--- config.mk ---
export PLATFORM = sky130hd
export DESIGN_NAME = spc2wbm_top
export DESIGN_NICKNAME = d
export VERILOG_FILES = /design/src/hw/spc2wbm_pkg.sv /design/src/hw/bridge_req_if.sv /design/src/hw/bridge_fsm.sv /design/src/hw/beat_counter.sv /design/src/hw/pcx_decoder.sv /design/src/hw/wb_master.sv /design/src/hw/cpx_encoder.sv /design/src/hw/spc2wbm_top.sv
export VERILOG_INCLUDE_DIRS = /design/src /design/src/hw
export SDC_FILE = /design/constraint.sdc
export NUM_CORES = 1
export LEC_CHECK = 0
export BUFFER_PORTS_ARGS = -buffer_cell sky130_fd_sc_hd__buf_2
export CAP_MARGIN = 30
export CORE_AREA = 2 2 188 190
export CTS_CLUSTER_DIAMETER = 50
export CTS_CLUSTER_SIZE = 28
export DETAILED_ROUTE_END_ITERATION = 6
export DIE_AREA = 0 0 190 192
export MAX_ROUTING_LAYER = met4
export PLACE_DENSITY = 0.72
export SLEW_MARGIN = 20
export SYNTH_ARGS = -nofsm -noshare
export SYNTH_HDL_FRONTEND = slang
export SYNTH_SLANG_ARGS = --single-unit
--- constraint.sdc ---
create_clock -name clk -period 13.23 [get_ports clk]
set_clock_uncertainty 0.2 [all_clocks]
set_input_delay 1.323 -clock clk [delete_from_list [all_inputs] [get_ports clk]]
set_output_delay 1.323 -clock clk [all_outputs]
set_load 0.1 [all_outputs]
--- src/hw/spc2wbm_params.svh ---
`ifndef SPC2WBM_PARAMS_SVH
`define SPC2WBM_PARAMS_SVH

// Core side packet widths
`define SPC2WBM_PCX_WIDTH 124
`define SPC2WBM_CPX_WIDTH 145

// Wishbone data and address width
`define SPC2WBM_WB_WIDTH 64

// One select bit per data byte
`define SPC2WBM_SEL_WIDTH 8

// Target region, one-hot as driven on spc_req_i
`define SPC2WBM_REGION_WIDTH 5

// Physical address carried in a PCX packet
`define SPC2WBM_ADDR_WIDTH 40

// Zero gap between region and address on the bus
`define SPC2WBM_ADDR_PAD 19

// Boot ROM sits behind the I/O region
`define SPC2WBM_IO_REGION 5'b10000

// Payload of the wakeup packet
`define SPC2WBM_WAKEUP_DATA 64'h0000_0000_0001_0001

`endif

--- src/hw/spc2wbm_pkg.sv ---
`include "spc2wbm_params.svh"

package spc2wbm_pkg;

  // PCX request types handled by the bridge
  typedef enum logic [4:0] {
    LOAD_RQ  = 5'b00000,
    STORE_RQ = 5'b00001,
    IMISS_RQ = 5'b10000
  } pcx_req_e;

  // Access size field, 16 bytes only for reads
  typedef enum logic [2:0] {
    SZ_1B  = 3'b000,
    SZ_2B  = 3'b001,
    SZ_4B  = 3'b010,
    SZ_8B  = 3'b011,
    SZ_16B = 3'b111
  } pcx_size_e;

  // CPX return types
  typedef enum logic [3:0] {
    LOAD_RET  = 4'b0000,
    IFILL_RET = 4'b0001,
    ST_ACK    = 4'b0100,
    INT_RET   = 4'b0111
  } cpx_ret_e;

  // Request packet from the core, top bit first
  typedef struct packed {
    logic                            valid;
    pcx_req_e                        rqtype;
    logic                            nc;
    logic [2:0]                      cpu_id;
    logic [1:0]                      thread;
    logic                            invalidate;
    logic [1:0]                      unused;
    logic [1:0]                      way;
    pcx_size_e                       size;
    logic [`SPC2WBM_ADDR_WIDTH-1:0]  addr;
    logic [`SPC2WBM_WB_WIDTH-1:0]    data;
  } pcx_packet_t;

  // Return packet to the core, top bit first
  typedef struct packed {
    logic                            valid;
    cpx_ret_e                        rtype;
    logic                            miss;
    logic [1:0]                      error;
    logic                            nc;
    logic [1:0]                      thread;
    logic                            way_valid;
    logic [1:0]                      way;
    logic                            boot_fetch;
    logic                            atomic;
    logic                            pfl;
    logic [2*`SPC2WBM_WB_WIDTH-1:0]  data;
  } cpx_packet_t;

endpackage

--- src/hw/bridge_req_if.sv ---
`timescale 1ns/100ps
`include "spc2wbm_params.svh"

interface bridge_req_if;
  // Latched request fields
  logic [`SPC2WBM_REGION_WIDTH-1:0] region;
  logic                             atomic;
  spc2wbm_pkg::pcx_req_e            req_type;
  spc2wbm_pkg::pcx_size_e           size;
  logic [`SPC2WBM_ADDR_WIDTH-1:0]   addr;
  logic [`SPC2WBM_WB_WIDTH-1:0]     st_data;
  logic                             nc;
  logic [1:0]                       thread;
  // Decoded per-request values
  logic [`SPC2WBM_SEL_WIDTH-1:0]    sel;
  logic                             we;
  spc2wbm_pkg::cpx_ret_e            ret_type;
  logic                             boot;
  // Total beats, 1, 2 or 4
  logic [2:0]                       beats;

  modport source (output region, atomic, req_type, size, addr, st_data, nc, thread,
                  sel, we, ret_type, boot, beats);
  modport sink (input region, atomic, req_type, size, addr, st_data, nc, thread,
                sel, we, ret_type, boot, beats);
endinterface

--- src/hw/bridge_fsm.sv ---
`timescale 1ns/100ps
`include "spc2wbm_params.svh"

module bridge_fsm (
  input  logic                             clk,
  input  logic                             sys_reset_i,
  input  logic [`SPC2WBM_REGION_WIDTH-1:0] spc_req_i,
  input  logic                             wbm_ack_i,
  input  logic                             last_beat_i,
  output logic                             req_latch_o,
  output logic                             pkt_latch_o,
  output logic                             beat_start_o,
  output logic                             final_o,
  output logic                             spc_stall_o,
  output logic                             spc_grant_valid_o
);

  typedef enum logic [2:0] {
    ST_WAKEUP,
    ST_IDLE,
    ST_STALL,
    ST_GRANT,
    ST_ISSUE,
    ST_WAIT,
    ST_READY
  } state_e;

  state_e state;
  state_e state_nxt;

  always_ff @(posedge clk) begin
    if (sys_reset_i) begin
      state <= ST_WAKEUP;
    end else begin
      state <= state_nxt;
    end
  end

  always_comb begin
    state_nxt = state;
    case (state)
      // Wakeup packet leaves while we sit here one cycle
      ST_WAKEUP: state_nxt = ST_IDLE;
      ST_IDLE: begin
        if (|spc_req_i) begin
          state_nxt = ST_STALL;
        end
      end
      // Packet is on spc_packetout_i now
      ST_STALL: state_nxt = ST_GRANT;
      ST_GRANT: state_nxt = ST_WAIT;
      ST_ISSUE: state_nxt = ST_WAIT;
      ST_WAIT: begin
        if (wbm_ack_i) begin
          state_nxt = last_beat_i ? ST_READY : ST_ISSUE;
        end
      end
      ST_READY: state_nxt = ST_IDLE;
      default: state_nxt = ST_IDLE;
    endcase
  end

  // Region and atomic are sampled on the request edge itself
  assign req_latch_o       = (state == ST_IDLE) && (|spc_req_i);
  assign pkt_latch_o       = (state == ST_STALL);
  assign spc_stall_o       = (state == ST_STALL);
  assign spc_grant_valid_o = (state == ST_GRANT);
  // Beat 0 issues from grant, later beats from issue
  assign beat_start_o      = (state == ST_GRANT) || (state == ST_ISSUE);
  assign final_o           = (state == ST_READY);

endmodule

--- src/hw/beat_counter.sv ---
`timescale 1ns/100ps

module beat_counter (
  input  logic              clk,
  input  logic              sys_reset_i,
  input  logic              pkt_latch_i,
  input  logic              wbm_ack_i,
  bridge_req_if.sink        req,
  output logic [1:0]        beat_idx_o,
  output logic              last_beat_o,
  output logic              mid_packet_o
);

  always_ff @(posedge clk) begin
    if (sys_reset_i) begin
      beat_idx_o   <= 2'd0;
      mid_packet_o <= 1'b0;
    end else begin
      // Fresh request restarts at beat 0
      if (pkt_latch_i) begin
        beat_idx_o <= 2'd0;
      end else if (wbm_ack_i) begin
        beat_idx_o <= beat_idx_o + 2'd1;
      end
      // First half of a 4-beat fill is complete
      mid_packet_o <= wbm_ack_i && (beat_idx_o == 2'd1) && (req.beats == 3'd4);
    end
  end

  assign last_beat_o = ({1'b0, beat_idx_o} == (req.beats - 3'd1));

endmodule

--- src/hw/pcx_decoder.sv ---
`timescale 1ns/100ps
`include "spc2wbm_params.svh"

module pcx_decoder (
  input  logic                             clk,
  input  logic [`SPC2WBM_REGION_WIDTH-1:0] spc_req_i,
  input  logic                             spc_atom_i,
  input  logic [`SPC2WBM_PCX_WIDTH-1:0]    spc_packetout_i,
  input  logic                             req_latch_i,
  input  logic                             pkt_latch_i,
  bridge_req_if.source                     req
);

  spc2wbm_pkg::pcx_packet_t         pkt_in;
  spc2wbm_pkg::pcx_packet_t         pkt_q;
  logic [`SPC2WBM_REGION_WIDTH-1:0] region_q;
  logic                             atomic_q;
  logic                             io_req;
  logic [`SPC2WBM_SEL_WIDTH-1:0]    sel_d;
  logic [`SPC2WBM_SEL_WIDTH-1:0]    sel_q;
  logic                             we_d;
  logic                             we_q;
  logic [2:0]                       beats_d;
  logic [2:0]                       beats_q;
  spc2wbm_pkg::cpx_ret_e            ret_d;
  spc2wbm_pkg::cpx_ret_e            ret_q;
  logic                             boot_q;

  // Byte lanes for a sub-doubleword access
  function automatic logic [`SPC2WBM_SEL_WIDTH-1:0] size_sel(
    input spc2wbm_pkg::pcx_size_e sz,
    input logic [2:0]             lo
  );
    case (sz)
      spc2wbm_pkg::SZ_1B:  return 8'h01 << lo;
      spc2wbm_pkg::SZ_2B:  return 8'h03 << {lo[2:1], 1'b0};
      spc2wbm_pkg::SZ_4B:  return 8'h0f << {lo[2], 2'b00};
      spc2wbm_pkg::SZ_8B,
      spc2wbm_pkg::SZ_16B: return 8'hff;
      default:             return 8'h00;
    endcase
  endfunction

  assign pkt_in = spc2wbm_pkg::pcx_packet_t'(spc_packetout_i);
  assign io_req = (region_q == `SPC2WBM_IO_REGION);

  always_comb begin
    // Unsupported types write one empty beat and get ST_ACK
    sel_d   = '0;
    we_d    = 1'b1;
    beats_d = 3'd1;
    ret_d   = spc2wbm_pkg::ST_ACK;
    case (pkt_in.rqtype)
      spc2wbm_pkg::LOAD_RQ: begin
        sel_d   = size_sel(pkt_in.size, pkt_in.addr[2:0]);
        we_d    = 1'b0;
        beats_d = (pkt_in.size == spc2wbm_pkg::SZ_16B) ? 3'd2 : 3'd1;
        ret_d   = spc2wbm_pkg::LOAD_RET;
      end
      spc2wbm_pkg::STORE_RQ: begin
        sel_d = size_sel(pkt_in.size, pkt_in.addr[2:0]);
      end
      spc2wbm_pkg::IMISS_RQ: begin
        // Boot ROM returns one 32-bit word per beat
        sel_d   = io_req ? size_sel(spc2wbm_pkg::SZ_4B, pkt_in.addr[2:0]) : 8'hff;
        we_d    = 1'b0;
        beats_d = io_req ? 3'd2 : 3'd4;
        ret_d   = spc2wbm_pkg::IFILL_RET;
      end
      default: ;
    endcase
  end

  always_ff @(posedge clk) begin
    if (req_latch_i) begin
      region_q <= spc_req_i;
      atomic_q <= spc_atom_i;
    end
    if (pkt_latch_i) begin
      pkt_q   <= pkt_in;
      sel_q   <= sel_d;
      we_q    <= we_d;
      beats_q <= beats_d;
      ret_q   <= ret_d;
      boot_q  <= io_req;
    end
  end

  assign req.region   = region_q;
  assign req.atomic   = atomic_q;
  assign req.req_type = pkt_q.rqtype;
  assign req.size     = pkt_q.size;
  assign req.addr     = pkt_q.addr;
  assign req.st_data  = pkt_q.data;
  assign req.nc       = pkt_q.nc;
  assign req.thread   = pkt_q.thread;
  assign req.sel      = sel_q;
  assign req.we       = we_q;
  assign req.ret_type = ret_q;
  assign req.boot     = boot_q;
  assign req.beats    = beats_q;

endmodule

--- src/hw/wb_master.sv ---
`timescale 1ns/100ps
`include "spc2wbm_params.svh"

module wb_master (
  input  logic                          clk,
  input  logic                          sys_reset_i,
  input  logic                          beat_start_i,
  input  logic                          wbm_ack_i,
  input  logic [1:0]                    beat_idx_i,
  bridge_req_if.sink                    req,
  output logic                          wbm_cycle_o,
  output logic                          wbm_strobe_o,
  output logic                          wbm_we_o,
  output logic [`SPC2WBM_WB_WIDTH-1:0]  wbm_addr_o,
  output logic [`SPC2WBM_WB_WIDTH-1:0]  wbm_data_o,
  output logic [`SPC2WBM_SEL_WIDTH-1:0] wbm_sel_o
);

  localparam int AW = `SPC2WBM_ADDR_WIDTH;

  logic [AW-1:0] beat_addr;
  logic          first_beat;

  assign first_beat = (beat_idx_i == 2'd0);

  // Doubleword offset inside the line for each beat
  always_comb begin
    case (beat_idx_i)
      2'd0:    beat_addr = {req.addr[AW-1:3], 3'b000};
      2'd1:    beat_addr = {req.addr[AW-1:4], 4'b1000};
      2'd2:    beat_addr = {req.addr[AW-1:5], 5'b10000};
      default: beat_addr = {req.addr[AW-1:5], 5'b11000};
    endcase
  end

  always_ff @(posedge clk) begin
    if (sys_reset_i) begin
      wbm_cycle_o  <= 1'b0;
      wbm_strobe_o <= 1'b0;
      wbm_we_o     <= 1'b0;
      wbm_addr_o   <= '0;
      wbm_data_o   <= '0;
      wbm_sel_o    <= '0;
    end else if (beat_start_i) begin
      wbm_cycle_o  <= 1'b1;
      wbm_strobe_o <= 1'b1;
      // Only beat 0 can write, later beats are fill reads
      wbm_we_o     <= first_beat ? req.we : 1'b0;
      wbm_addr_o   <= {req.region, {`SPC2WBM_ADDR_PAD{1'b0}}, beat_addr};
      wbm_data_o   <= first_beat ? req.st_data : '0;
      wbm_sel_o    <= first_beat ? req.sel : '1;
    end else if (wbm_ack_i) begin
      // Atomic requests hold the bus between beats
      wbm_cycle_o  <= req.atomic;
      wbm_strobe_o <= 1'b0;
      wbm_we_o     <= 1'b0;
      wbm_addr_o   <= '0;
      wbm_data_o   <= '0;
      wbm_sel_o    <= '0;
    end
  end

endmodule

--- src/hw/cpx_encoder.sv ---
`timescale 1ns/100ps
`include "spc2wbm_params.svh"

module cpx_encoder (
  input  logic                             clk,
  input  logic                             sys_reset_i,
  input  logic                             wbm_ack_i,
  input  logic [`SPC2WBM_WB_WIDTH-1:0]     wbm_data_i,
  input  logic [1:0]                       beat_idx_i,
  input  logic                             mid_packet_i,
  input  logic                             final_i,
  input  logic                             grant_valid_i,
  bridge_req_if.sink                       req,
  output logic [`SPC2WBM_REGION_WIDTH-1:0] spc_grant_o,
  output logic                             spc_ready_o,
  output logic [`SPC2WBM_CPX_WIDTH-1:0]    spc_packetin_o
);

  localparam logic [`SPC2WBM_WB_WIDTH-1:0] ZERO_DW = '0;

  spc2wbm_pkg::cpx_packet_t pkt_q;
  logic                     wake_armed;
  logic                     wake_q;
  logic                     mid_q;
  logic                     send;

  always_ff @(posedge clk) begin
    if (sys_reset_i) begin
      wake_armed <= 1'b1;
      wake_q     <= 1'b0;
      mid_q      <= 1'b0;
    end else begin
      // One-shot wakeup right after reset
      wake_q     <= wake_armed;
      wake_armed <= 1'b0;
      // Delay so the first fill packet lines up with beat 2
      mid_q      <= mid_packet_i;
    end
  end

  always_ff @(posedge clk) begin
    if (sys_reset_i) begin
      // Wakeup packet
      pkt_q       <= '0;
      pkt_q.valid <= 1'b1;
      pkt_q.rtype <= spc2wbm_pkg::INT_RET;
      pkt_q.data  <= {ZERO_DW, `SPC2WBM_WAKEUP_DATA};
    end else if (grant_valid_i) begin
      // Header for the new request, data filled in per beat
      pkt_q            <= '0;
      pkt_q.valid      <= 1'b1;
      pkt_q.rtype      <= req.ret_type;
      pkt_q.nc         <= req.nc;
      pkt_q.thread     <= req.thread;
      pkt_q.boot_fetch <= req.boot;
      pkt_q.atomic     <= (req.req_type == spc2wbm_pkg::IMISS_RQ) ? 1'b0 : req.atomic;
    end else if (wbm_ack_i) begin
      case (beat_idx_i)
        2'd0: pkt_q.data <= req.addr[3] ? {ZERO_DW, wbm_data_i} : {wbm_data_i, ZERO_DW};
        2'd1: pkt_q.data[`SPC2WBM_WB_WIDTH-1:0] <= wbm_data_i;
        2'd2: pkt_q.data <= {wbm_data_i, ZERO_DW};
        default: begin
          // Second fill packet is flagged by the atomic bit
          pkt_q.data[`SPC2WBM_WB_WIDTH-1:0] <= wbm_data_i;
          pkt_q.atomic <= 1'b1;
        end
      endcase
    end
  end

  assign send           = wake_q | mid_q | final_i;
  assign spc_ready_o    = send;
  assign spc_packetin_o = send ? pkt_q : '0;
  assign spc_grant_o    = grant_valid_i ? req.region : '0;

endmodule

--- src/hw/spc2wbm_top.sv ---
`timescale 1ns/100ps
`include "spc2wbm_params.svh"

module spc2wbm_top (
  input  logic                             clk,
  input  logic                             sys_reset_i,
  input  logic [`SPC2WBM_REGION_WIDTH-1:0] spc_req_i,
  input  logic                             spc_atom_i,
  input  logic [`SPC2WBM_PCX_WIDTH-1:0]    spc_packetout_i,
  input  logic                             wbm_ack_i,
  input  logic [`SPC2WBM_WB_WIDTH-1:0]     wbm_data_i,
  output logic [`SPC2WBM_REGION_WIDTH-1:0] spc_grant_o,
  output logic                             spc_ready_o,
  output logic [`SPC2WBM_CPX_WIDTH-1:0]    spc_packetin_o,
  output logic                             spc_stall_o,
  output logic                             spc_resume_o,
  output logic                             wbm_cycle_o,
  output logic                             wbm_strobe_o,
  output logic                             wbm_we_o,
  output logic [`SPC2WBM_WB_WIDTH-1:0]     wbm_addr_o,
  output logic [`SPC2WBM_WB_WIDTH-1:0]     wbm_data_o,
  output logic [`SPC2WBM_SEL_WIDTH-1:0]    wbm_sel_o
);

  // Sequencing strobes
  logic       req_latch;
  logic       pkt_latch;
  logic       beat_start;
  logic       grant_valid;
  // Beat tracking
  logic [1:0] beat_idx;
  logic       last_beat;
  logic       mid_packet;

  bridge_req_if req ();

  bridge_fsm u_fsm (
    .clk               (clk),
    .sys_reset_i       (sys_reset_i),
    .spc_req_i         (spc_req_i),
    .wbm_ack_i         (wbm_ack_i),
    .last_beat_i       (last_beat),
    .req_latch_o       (req_latch),
    .pkt_latch_o       (pkt_latch),
    .beat_start_o      (beat_start),
    .final_o           (spc_resume_o),
    .spc_stall_o       (spc_stall_o),
    .spc_grant_valid_o (grant_valid)
  );

  beat_counter u_beat_counter (
    .clk          (clk),
    .sys_reset_i  (sys_reset_i),
    .pkt_latch_i  (pkt_latch),
    .wbm_ack_i    (wbm_ack_i),
    .req          (req.sink),
    .beat_idx_o   (beat_idx),
    .last_beat_o  (last_beat),
    .mid_packet_o (mid_packet)
  );

  pcx_decoder u_pcx_decoder (
    .clk             (clk),
    .spc_req_i       (spc_req_i),
    .spc_atom_i      (spc_atom_i),
    .spc_packetout_i (spc_packetout_i),
    .req_latch_i     (req_latch),
    .pkt_latch_i     (pkt_latch),
    .req             (req.source)
  );

  wb_master u_wb_master (
    .clk          (clk),
    .sys_reset_i  (sys_reset_i),
    .beat_start_i (beat_start),
    .wbm_ack_i    (wbm_ack_i),
    .beat_idx_i   (beat_idx),
    .req          (req.sink),
    .wbm_cycle_o  (wbm_cycle_o),
    .wbm_strobe_o (wbm_strobe_o),
    .wbm_we_o     (wbm_we_o),
    .wbm_addr_o   (wbm_addr_o),
    .wbm_data_o   (wbm_data_o),
    .wbm_sel_o    (wbm_sel_o)
  );

  // Final return packet goes out with the resume pulse
  cpx_encoder u_cpx_encoder (
    .clk            (clk),
    .sys_reset_i    (sys_reset_i),
    .wbm_ack_i      (wbm_ack_i),
    .wbm_data_i     (wbm_data_i),
    .beat_idx_i     (beat_idx),
    .mid_packet_i   (mid_packet),
    .final_i        (spc_resume_o),
    .grant_valid_i  (grant_valid),
    .req            (req.sink),
    .spc_grant_o    (spc_grant_o),
    .spc_ready_o    (spc_ready_o),
    .spc_packetin_o (spc_packetin_o)
  );

endmodule

Yosys cells after proc, flatten, opt, wreduce, memory -nomap -nowiden
Index checks and enable logic that the tools add are counted.
{"block": "op_classes", "add_sub_neg": 2, "n_eq_ne": 21, "shift": 3, "n_mux": 39, "n_bitwise": 2, "n_reduce_logical": 21}
{"cell": "$mux 64", "count": 5}
{"cell": "$pmux 64 s2", "count": 2}
{"cell": "$mux 145", "count": 1}
{"cell": "$mux 128", "count": 1}
{"cell": "$mux 17", "count": 2}
{"cell": "$mux 8", "count": 4}
{"cell": "$pmux 8 s4", "count": 1}
{"cell": "$pmux 8 s2", "count": 1}
{"cell": "$eq 3x3->1 const B", "count": 5}
{"cell": "$eq 5x5->1 const B", "count": 3}
{"cell": "$pmux 5 s3", "count": 1}
{"cell": "$eq 3x2->1 const B", "count": 4}
{"cell": "$mux 1", "count": 12}
{"cell": "$pmux 3 s2", "count": 2}
{"cell": "$pmux 3 s4", "count": 1}
{"cell": "$reduce_or 2->1", "count": 6}
{"cell": "$mux 3", "count": 3}
{"cell": "$shl 1x3->8 const A", "count": 1}
{"cell": "$shl 2x3->8 const A", "count": 1}
{"cell": "$shl 4x3->8 const A", "count": 1}
{"cell": "$eq 3x1->1 const B", "count": 2}
{"cell": "$reduce_and 2->1", "count": 3}
{"cell": "$reduce_bool 2->1", "count": 3}
{"cell": "$eq 5x1->1 const B", "count": 1}
{"cell": "other kinds (17)", "count": 22}
{"block": "word_totals", "ff_bits": 401, "in_bits": 197}

Depth between registers and ports, before layout
{"block": "logic_depth", "ltp_word": 5, "ltp_mapped": 8}

By module
From an unflattened synthesis, not the netlist that was laid out.
{"block": "unflattened", "cells_unflattened": 1518, "hier_area_um2": 16375.7}
{"mod": "cpx_encoder", "instances": 1, "cells_each": 754, "area_each_um2": 6323.6, "seq_area_each_um2": 2802.7}
{"mod": "wb_master", "instances": 1, "cells_each": 549, "area_each_um2": 5348.9, "seq_area_each_um2": 2342.2}
{"mod": "pcx_decoder", "instances": 1, "cells_each": 176, "area_each_um2": 4339.2, "seq_area_each_um2": 4053.9}
{"mod": "beat_counter", "instances": 1, "cells_each": 17, "area_each_um2": 185.2, "seq_area_each_um2": 60.1}
{"mod": "bridge_fsm", "instances": 1, "cells_each": 22, "area_each_um2": 178.9, "seq_area_each_um2": 60.1}

Worst setup path before layout
OpenSTA, ideal clock, no wires.
{"block": "synth_timing", "path_type": "register to output", "startpoint": "register u_fsm.state[1]", "endpoint": "output port spc_stall_o", "arrival_time_ns": 11.639, "path_slack_ns": 0.068, "stages_incl_launch_ff": 2, "path_buffers": 0, "path_cell_list": "dfxtp_1 -> nor3b_1"}
{"block": "synth_via", "elab_chain_cells": 1}
{"element": "start, declared", "line": "bridge_fsm.sv:28", "source": "state_e state;"}
{"element": "start signal, assigned", "line": "bridge_fsm.sv:35", "source": "state <= state_nxt;"}
{"element": "$eq 3x2->1", "line": "bridge_fsm.sv:66", "source": "assign spc_stall_o = (state == ST_STALL);"}
{"element": "end, declared", "line": "spc2wbm_top.sv:15", "source": "output logic spc_stall_o,"}
No other way between the ends.

Worst setup path after layout
{"block": "layout_timing", "startpoint": "register u_fsm.state[2]", "endpoint": "output port spc_packetin_o[6]"}
{"block": "layout_via", "elab_chain_cells": 3}
{"element": "$eq 3x3->1", "line": "bridge_fsm.sv:70", "source": "assign final_o = (state == ST_READY);"}
{"element": "$or 1x1->1", "line": "cpx_encoder.sv:71", "source": "assign send = wake_q | mid_q | final_i;"}
{"element": "$mux 145", "line": "cpx_encoder.sv:73", "source": "assign spc_packetin_o = send ? pkt_q : '0;"}
{"element": "end, declared", "line": "spc2wbm_top.sv:14", "source": "output logic [`SPC2WBM_CPX_WIDTH-1:0] spc_packetin_o,"}
No other way between the ends.

==> run metrics <==
Hold Path Cell Cnt 1; Slew HR 36.91%; Tmin final around 4400 ps; post-synthesis adder-cell area fraction less than 1%; Setup TNS 0 ps; synthesized flop and latch total roughly 400; ys flop type dfxtp_1; Internal between 2000 and 2500 uW; # resized after CTS 0; fin nets 2000; buffer depth of the longest clock path 3; Seq pwr share around 45%; critical path arrival 2920 ps; Post-Synth Simple-Gate Area 15.26%; Synth Area in XOR/XNOR less than 1%; Distinct cells, synth ~50; mux share of post-synthesis cell area 0.1301%; CTS tree done; Std-Cell Rows between 60 and 70; Tot GR Track Use around 23%; power share of the combinational group 17.6%; Initial DRC Count 648; ANT nets after route 0; Peak supply drop around 0.14 mV; DR pass1 iterations 5; post-DP HPWL 27800 um; compound-gate portion of the synthesized area 18.74%; Synthesis Warnings 0; total gr overflow 0; required time worst endpoint between 10000 and 15000 ps; placed cell areas 0.01771 mm2; CP max FO 88; worst skew pair latency about 540 ps; Post-synth EDFFs roughly 130; vias per cell about 5.3; Cell Area, Synth about 0.015 mm2; CTS buffer count 35; Post-CTS Repair Setup Buffers 0; post-route cell area around 0.019 mm2; Static Leak just under 0.008 uW; area grow syn2layout 24.49%; Worst Max-Slew Pin Slew approximately 950 ps; largest family of logic cells by synthesized area compound AO/OA/AOI/OAI gates; Root Driver clkbuf_16; RSZ-0062 raised after global routing no; final wirelength around 43000 um; Initial Util 44.87%; vias in the first global route between 10000 and 15000; initial antenna violation count 9; die height ~190 um; Setup CP Type flip-flop to output port; Final setup viols 0; status finished clean; CP Cell Sequence and3b_1 -> or3_4 -> buf_4 -> buf_16 -> and2_1 -> buf_2; io pins between 400 and 500; NetSw just under 1000 uW; final hold violations 0; layout cell share with drive strength beyond 1 30.12%; CP Launch Type flip-flop; count of input and output buffers roughly 450; CP max stage delay approximately 520 ps; syn_area_per_cell roughly 11 um2; switching share of total power between 30% and 40%; full die area 0.03648 mm2; Pwr Density roughly 160 mW/mm2; clk sinks 391; maxcap violations 0; Vias ~12000; per-cell routed wire length roughly 19 um; Hold WC Path Type flip-flop to flip-flop; Synth async-reset ratio 0%; DIE WIDTH between 150 and 200 um; Tcrit/Tclk final around a third; Cells after Synth 1427; Seq/Total Area, Yosys just under 60%; clock slew at reported path FFs 80 ps; first-pass GRT wire length about 64000 um; max-slew violations 0; slowest CP cell dfxtp_1; DRC viols 0; core area about 0.034 mm2; H-tree levels 2; critical path endpoint category output port; pin count of the biggest net entering global routing roughly 120; worst r2r path cells 6; Clock power frac a little under two fifths; FMAX between 0.2 and 0.25 GHz; Final GP Congestion ~0.84; CTS Hold Buffers Added 0
layout by cell type, fill, tap and decap left out, types with 6 or more instances in the layout:
cell type,count
a21oi_1,178
a22o_1,65
a311oi_1,10
and2_1,141
buf_2,447
buf_4,19
clkbuf_16,37
conb_1,30
dfxtp_1,262
diode_2,12
edfxtp_1,129
ha_1,6
inv_1,19
nand2_1,79
nand2b_1,68
nand4b_1,40
nor2b_1,14
nor3_1,13
o211ai_1,129
o21ai_0,53
flip-flops by register name, summed over array words and instances, names as in the netlist, 2 cells and up:
name,flops
u_pcx_decoder.req.req_type,5
u_wb_master.wbm_addr_o,42
u_pcx_decoder.req.thread,2
u_wb_master.wbm_data_o,64
u_cpx_encoder.pkt_q,136
u_pcx_decoder.req.sel,8
u_pcx_decoder.req.st_data,64
u_pcx_decoder.req.addr,37
u_fsm.state,3
u_wb_master.wbm_sel_o,8
u_pcx_decoder.req.region,5
u_beat_counter.beat_idx_o,2
u_pcx_decoder.req.beats,3
per-stage QoR:
stage	setup WS [ps]	utilization [%]	instances	total power, uW	hold WS [ps]
3_5_place_dp	8727	51.66	2211	1902	223.5
5_1_grt	8627	55.83	2287	3108	262.0
6_report	8790	55.86	2290	2994	236.4
2_1_floorplan	68.10	-	1456	1797	213.8
4_1_cts	8582	55.55	2275	3017	238.3
3_3_place_gp	8784	51.61	2210	1894	215.7
power groups by stage:
| stage | clock [uW] | combinational [uW] | sequential, uW |
|---|---|---|---|
| 2_1_floorplan | 0 | 298 | 1500 |
| 3_3_place_gp | 0 | 518 | 1380 |
| 3_5_place_dp | 0 | 523 | 1380 |
| 4_1_cts | 1140 | 524 | 1350 |
| 5_1_grt | 1190 | 556 | 1360 |
| 6_report | 1120 | 527 | 1350 |
critical path, delay by kind of cell, from the launching register on:
family	cells	cell delay [ps]
DFF	1	520
buffers and inverters	3	1070
and+or+nand+nor	3	720
area by class of cell:
| cell class | instances | area (um2) |
|---|---|---|
| clock inverters | 23 | 371.6 |
| inverters | 19 | 71.32 |
| multi-input cells | 878 | 5544 |
| repair buffers | 471 | 2486 |
| clock buffers | 41 | 960.9 |
| diodes | 12 | 30.03 |
| fillers | 2985 | 15140 |
| flip-flops and latches | 391 | 9119 |
| well taps | 455 | 569.3 |
final timing paths:
path	startpoint	end	slack, ps
worst max-delay path	u_fsm.state[2]	spc_packetin_o[6]	8790
worst min-delay path	u_beat_counter.mid_packet_o	u_cpx_encoder.mid_q	240
worst max register to register	u_fsm.state[2]	u_cpx_encoder.pkt_q[119]	10380
worst min register to register	u_beat_counter.mid_packet_o	u_cpx_encoder.mid_q	240
Yosys cell counts (2+ instances only):
| cell type | number | area share, % |
|---|---|---|
| buf_6 | 6 | 0.44 |
| dfxtp_1 | 262 | 34 |
| nand2_1 | 79 | 1.9 |
| a21oi_1 | 178 | 5.8 |
| buf_4 | 33 | 1.6 |
| a211oi_1 | 2 | 0.098 |
| nor2b_1 | 15 | 0.61 |
| nor3b_1 | 4 | 0.20 |
| xor2_1 | 2 | 0.11 |
| nand3b_1 | 3 | 0.15 |
| clkbuf_1 | 97 | 2.4 |
| o21ai_0 | 53 | 1.7 |
| buf_2 | 22 | 0.72 |
| a311oi_1 | 10 | 0.57 |
| o311ai_0 | 2 | 0.11 |
| nand2b_1 | 69 | 2.8 |
| nor3_1 | 13 | 0.42 |
| and2_1 | 142 | 5.8 |
| ha_1 | 7 | 0.57 |
| and3b_1 | 2 | 0.11 |
| or3_1 | 3 | 0.12 |
| mux2i_1 | 2 | 0.13 |
| a311o_1 | 2 | 0.13 |
| nor4_1 | 2 | 0.081 |
| or4_1 | 2 | 0.098 |
| buf_1 | 10 | 0.24 |
| inv_1 | 19 | 0.46 |
| nand4b_1 | 40 | 2.3 |
| nor2_1 | 6 | 0.15 |
| o211ai_1 | 129 | 6.3 |
| a22o_1 | 65 | 3.7 |
| edfxtp_1 | 129 | 25 |
per-layer routing:
metal | share of wire, % | up-vias | GRT usage [%]
li1 | - | 5827 | -
met1 | 41 | 5831 | 27.96
met2 | 48 | 470 | 37.17
met3 | 8.6 | 68 | 5.920
met4 | 2.7 | 0 | 7.126
met5 | 0 | - | -
kinds of logic (layout without fill, tap and decap cells):
kind of cell               after synthesis  after routing
muxes                                    2              2
and+or+nand+nor                        389            389
DFF                                    391            391
buffers and inverters                  187            554
other                                    1             42
AOI/OAI and AO/OA                      447            447
adders and majority gates                7              7
xor gates and xnor gates                 3              3
Power figures use the tool's default switching activity.
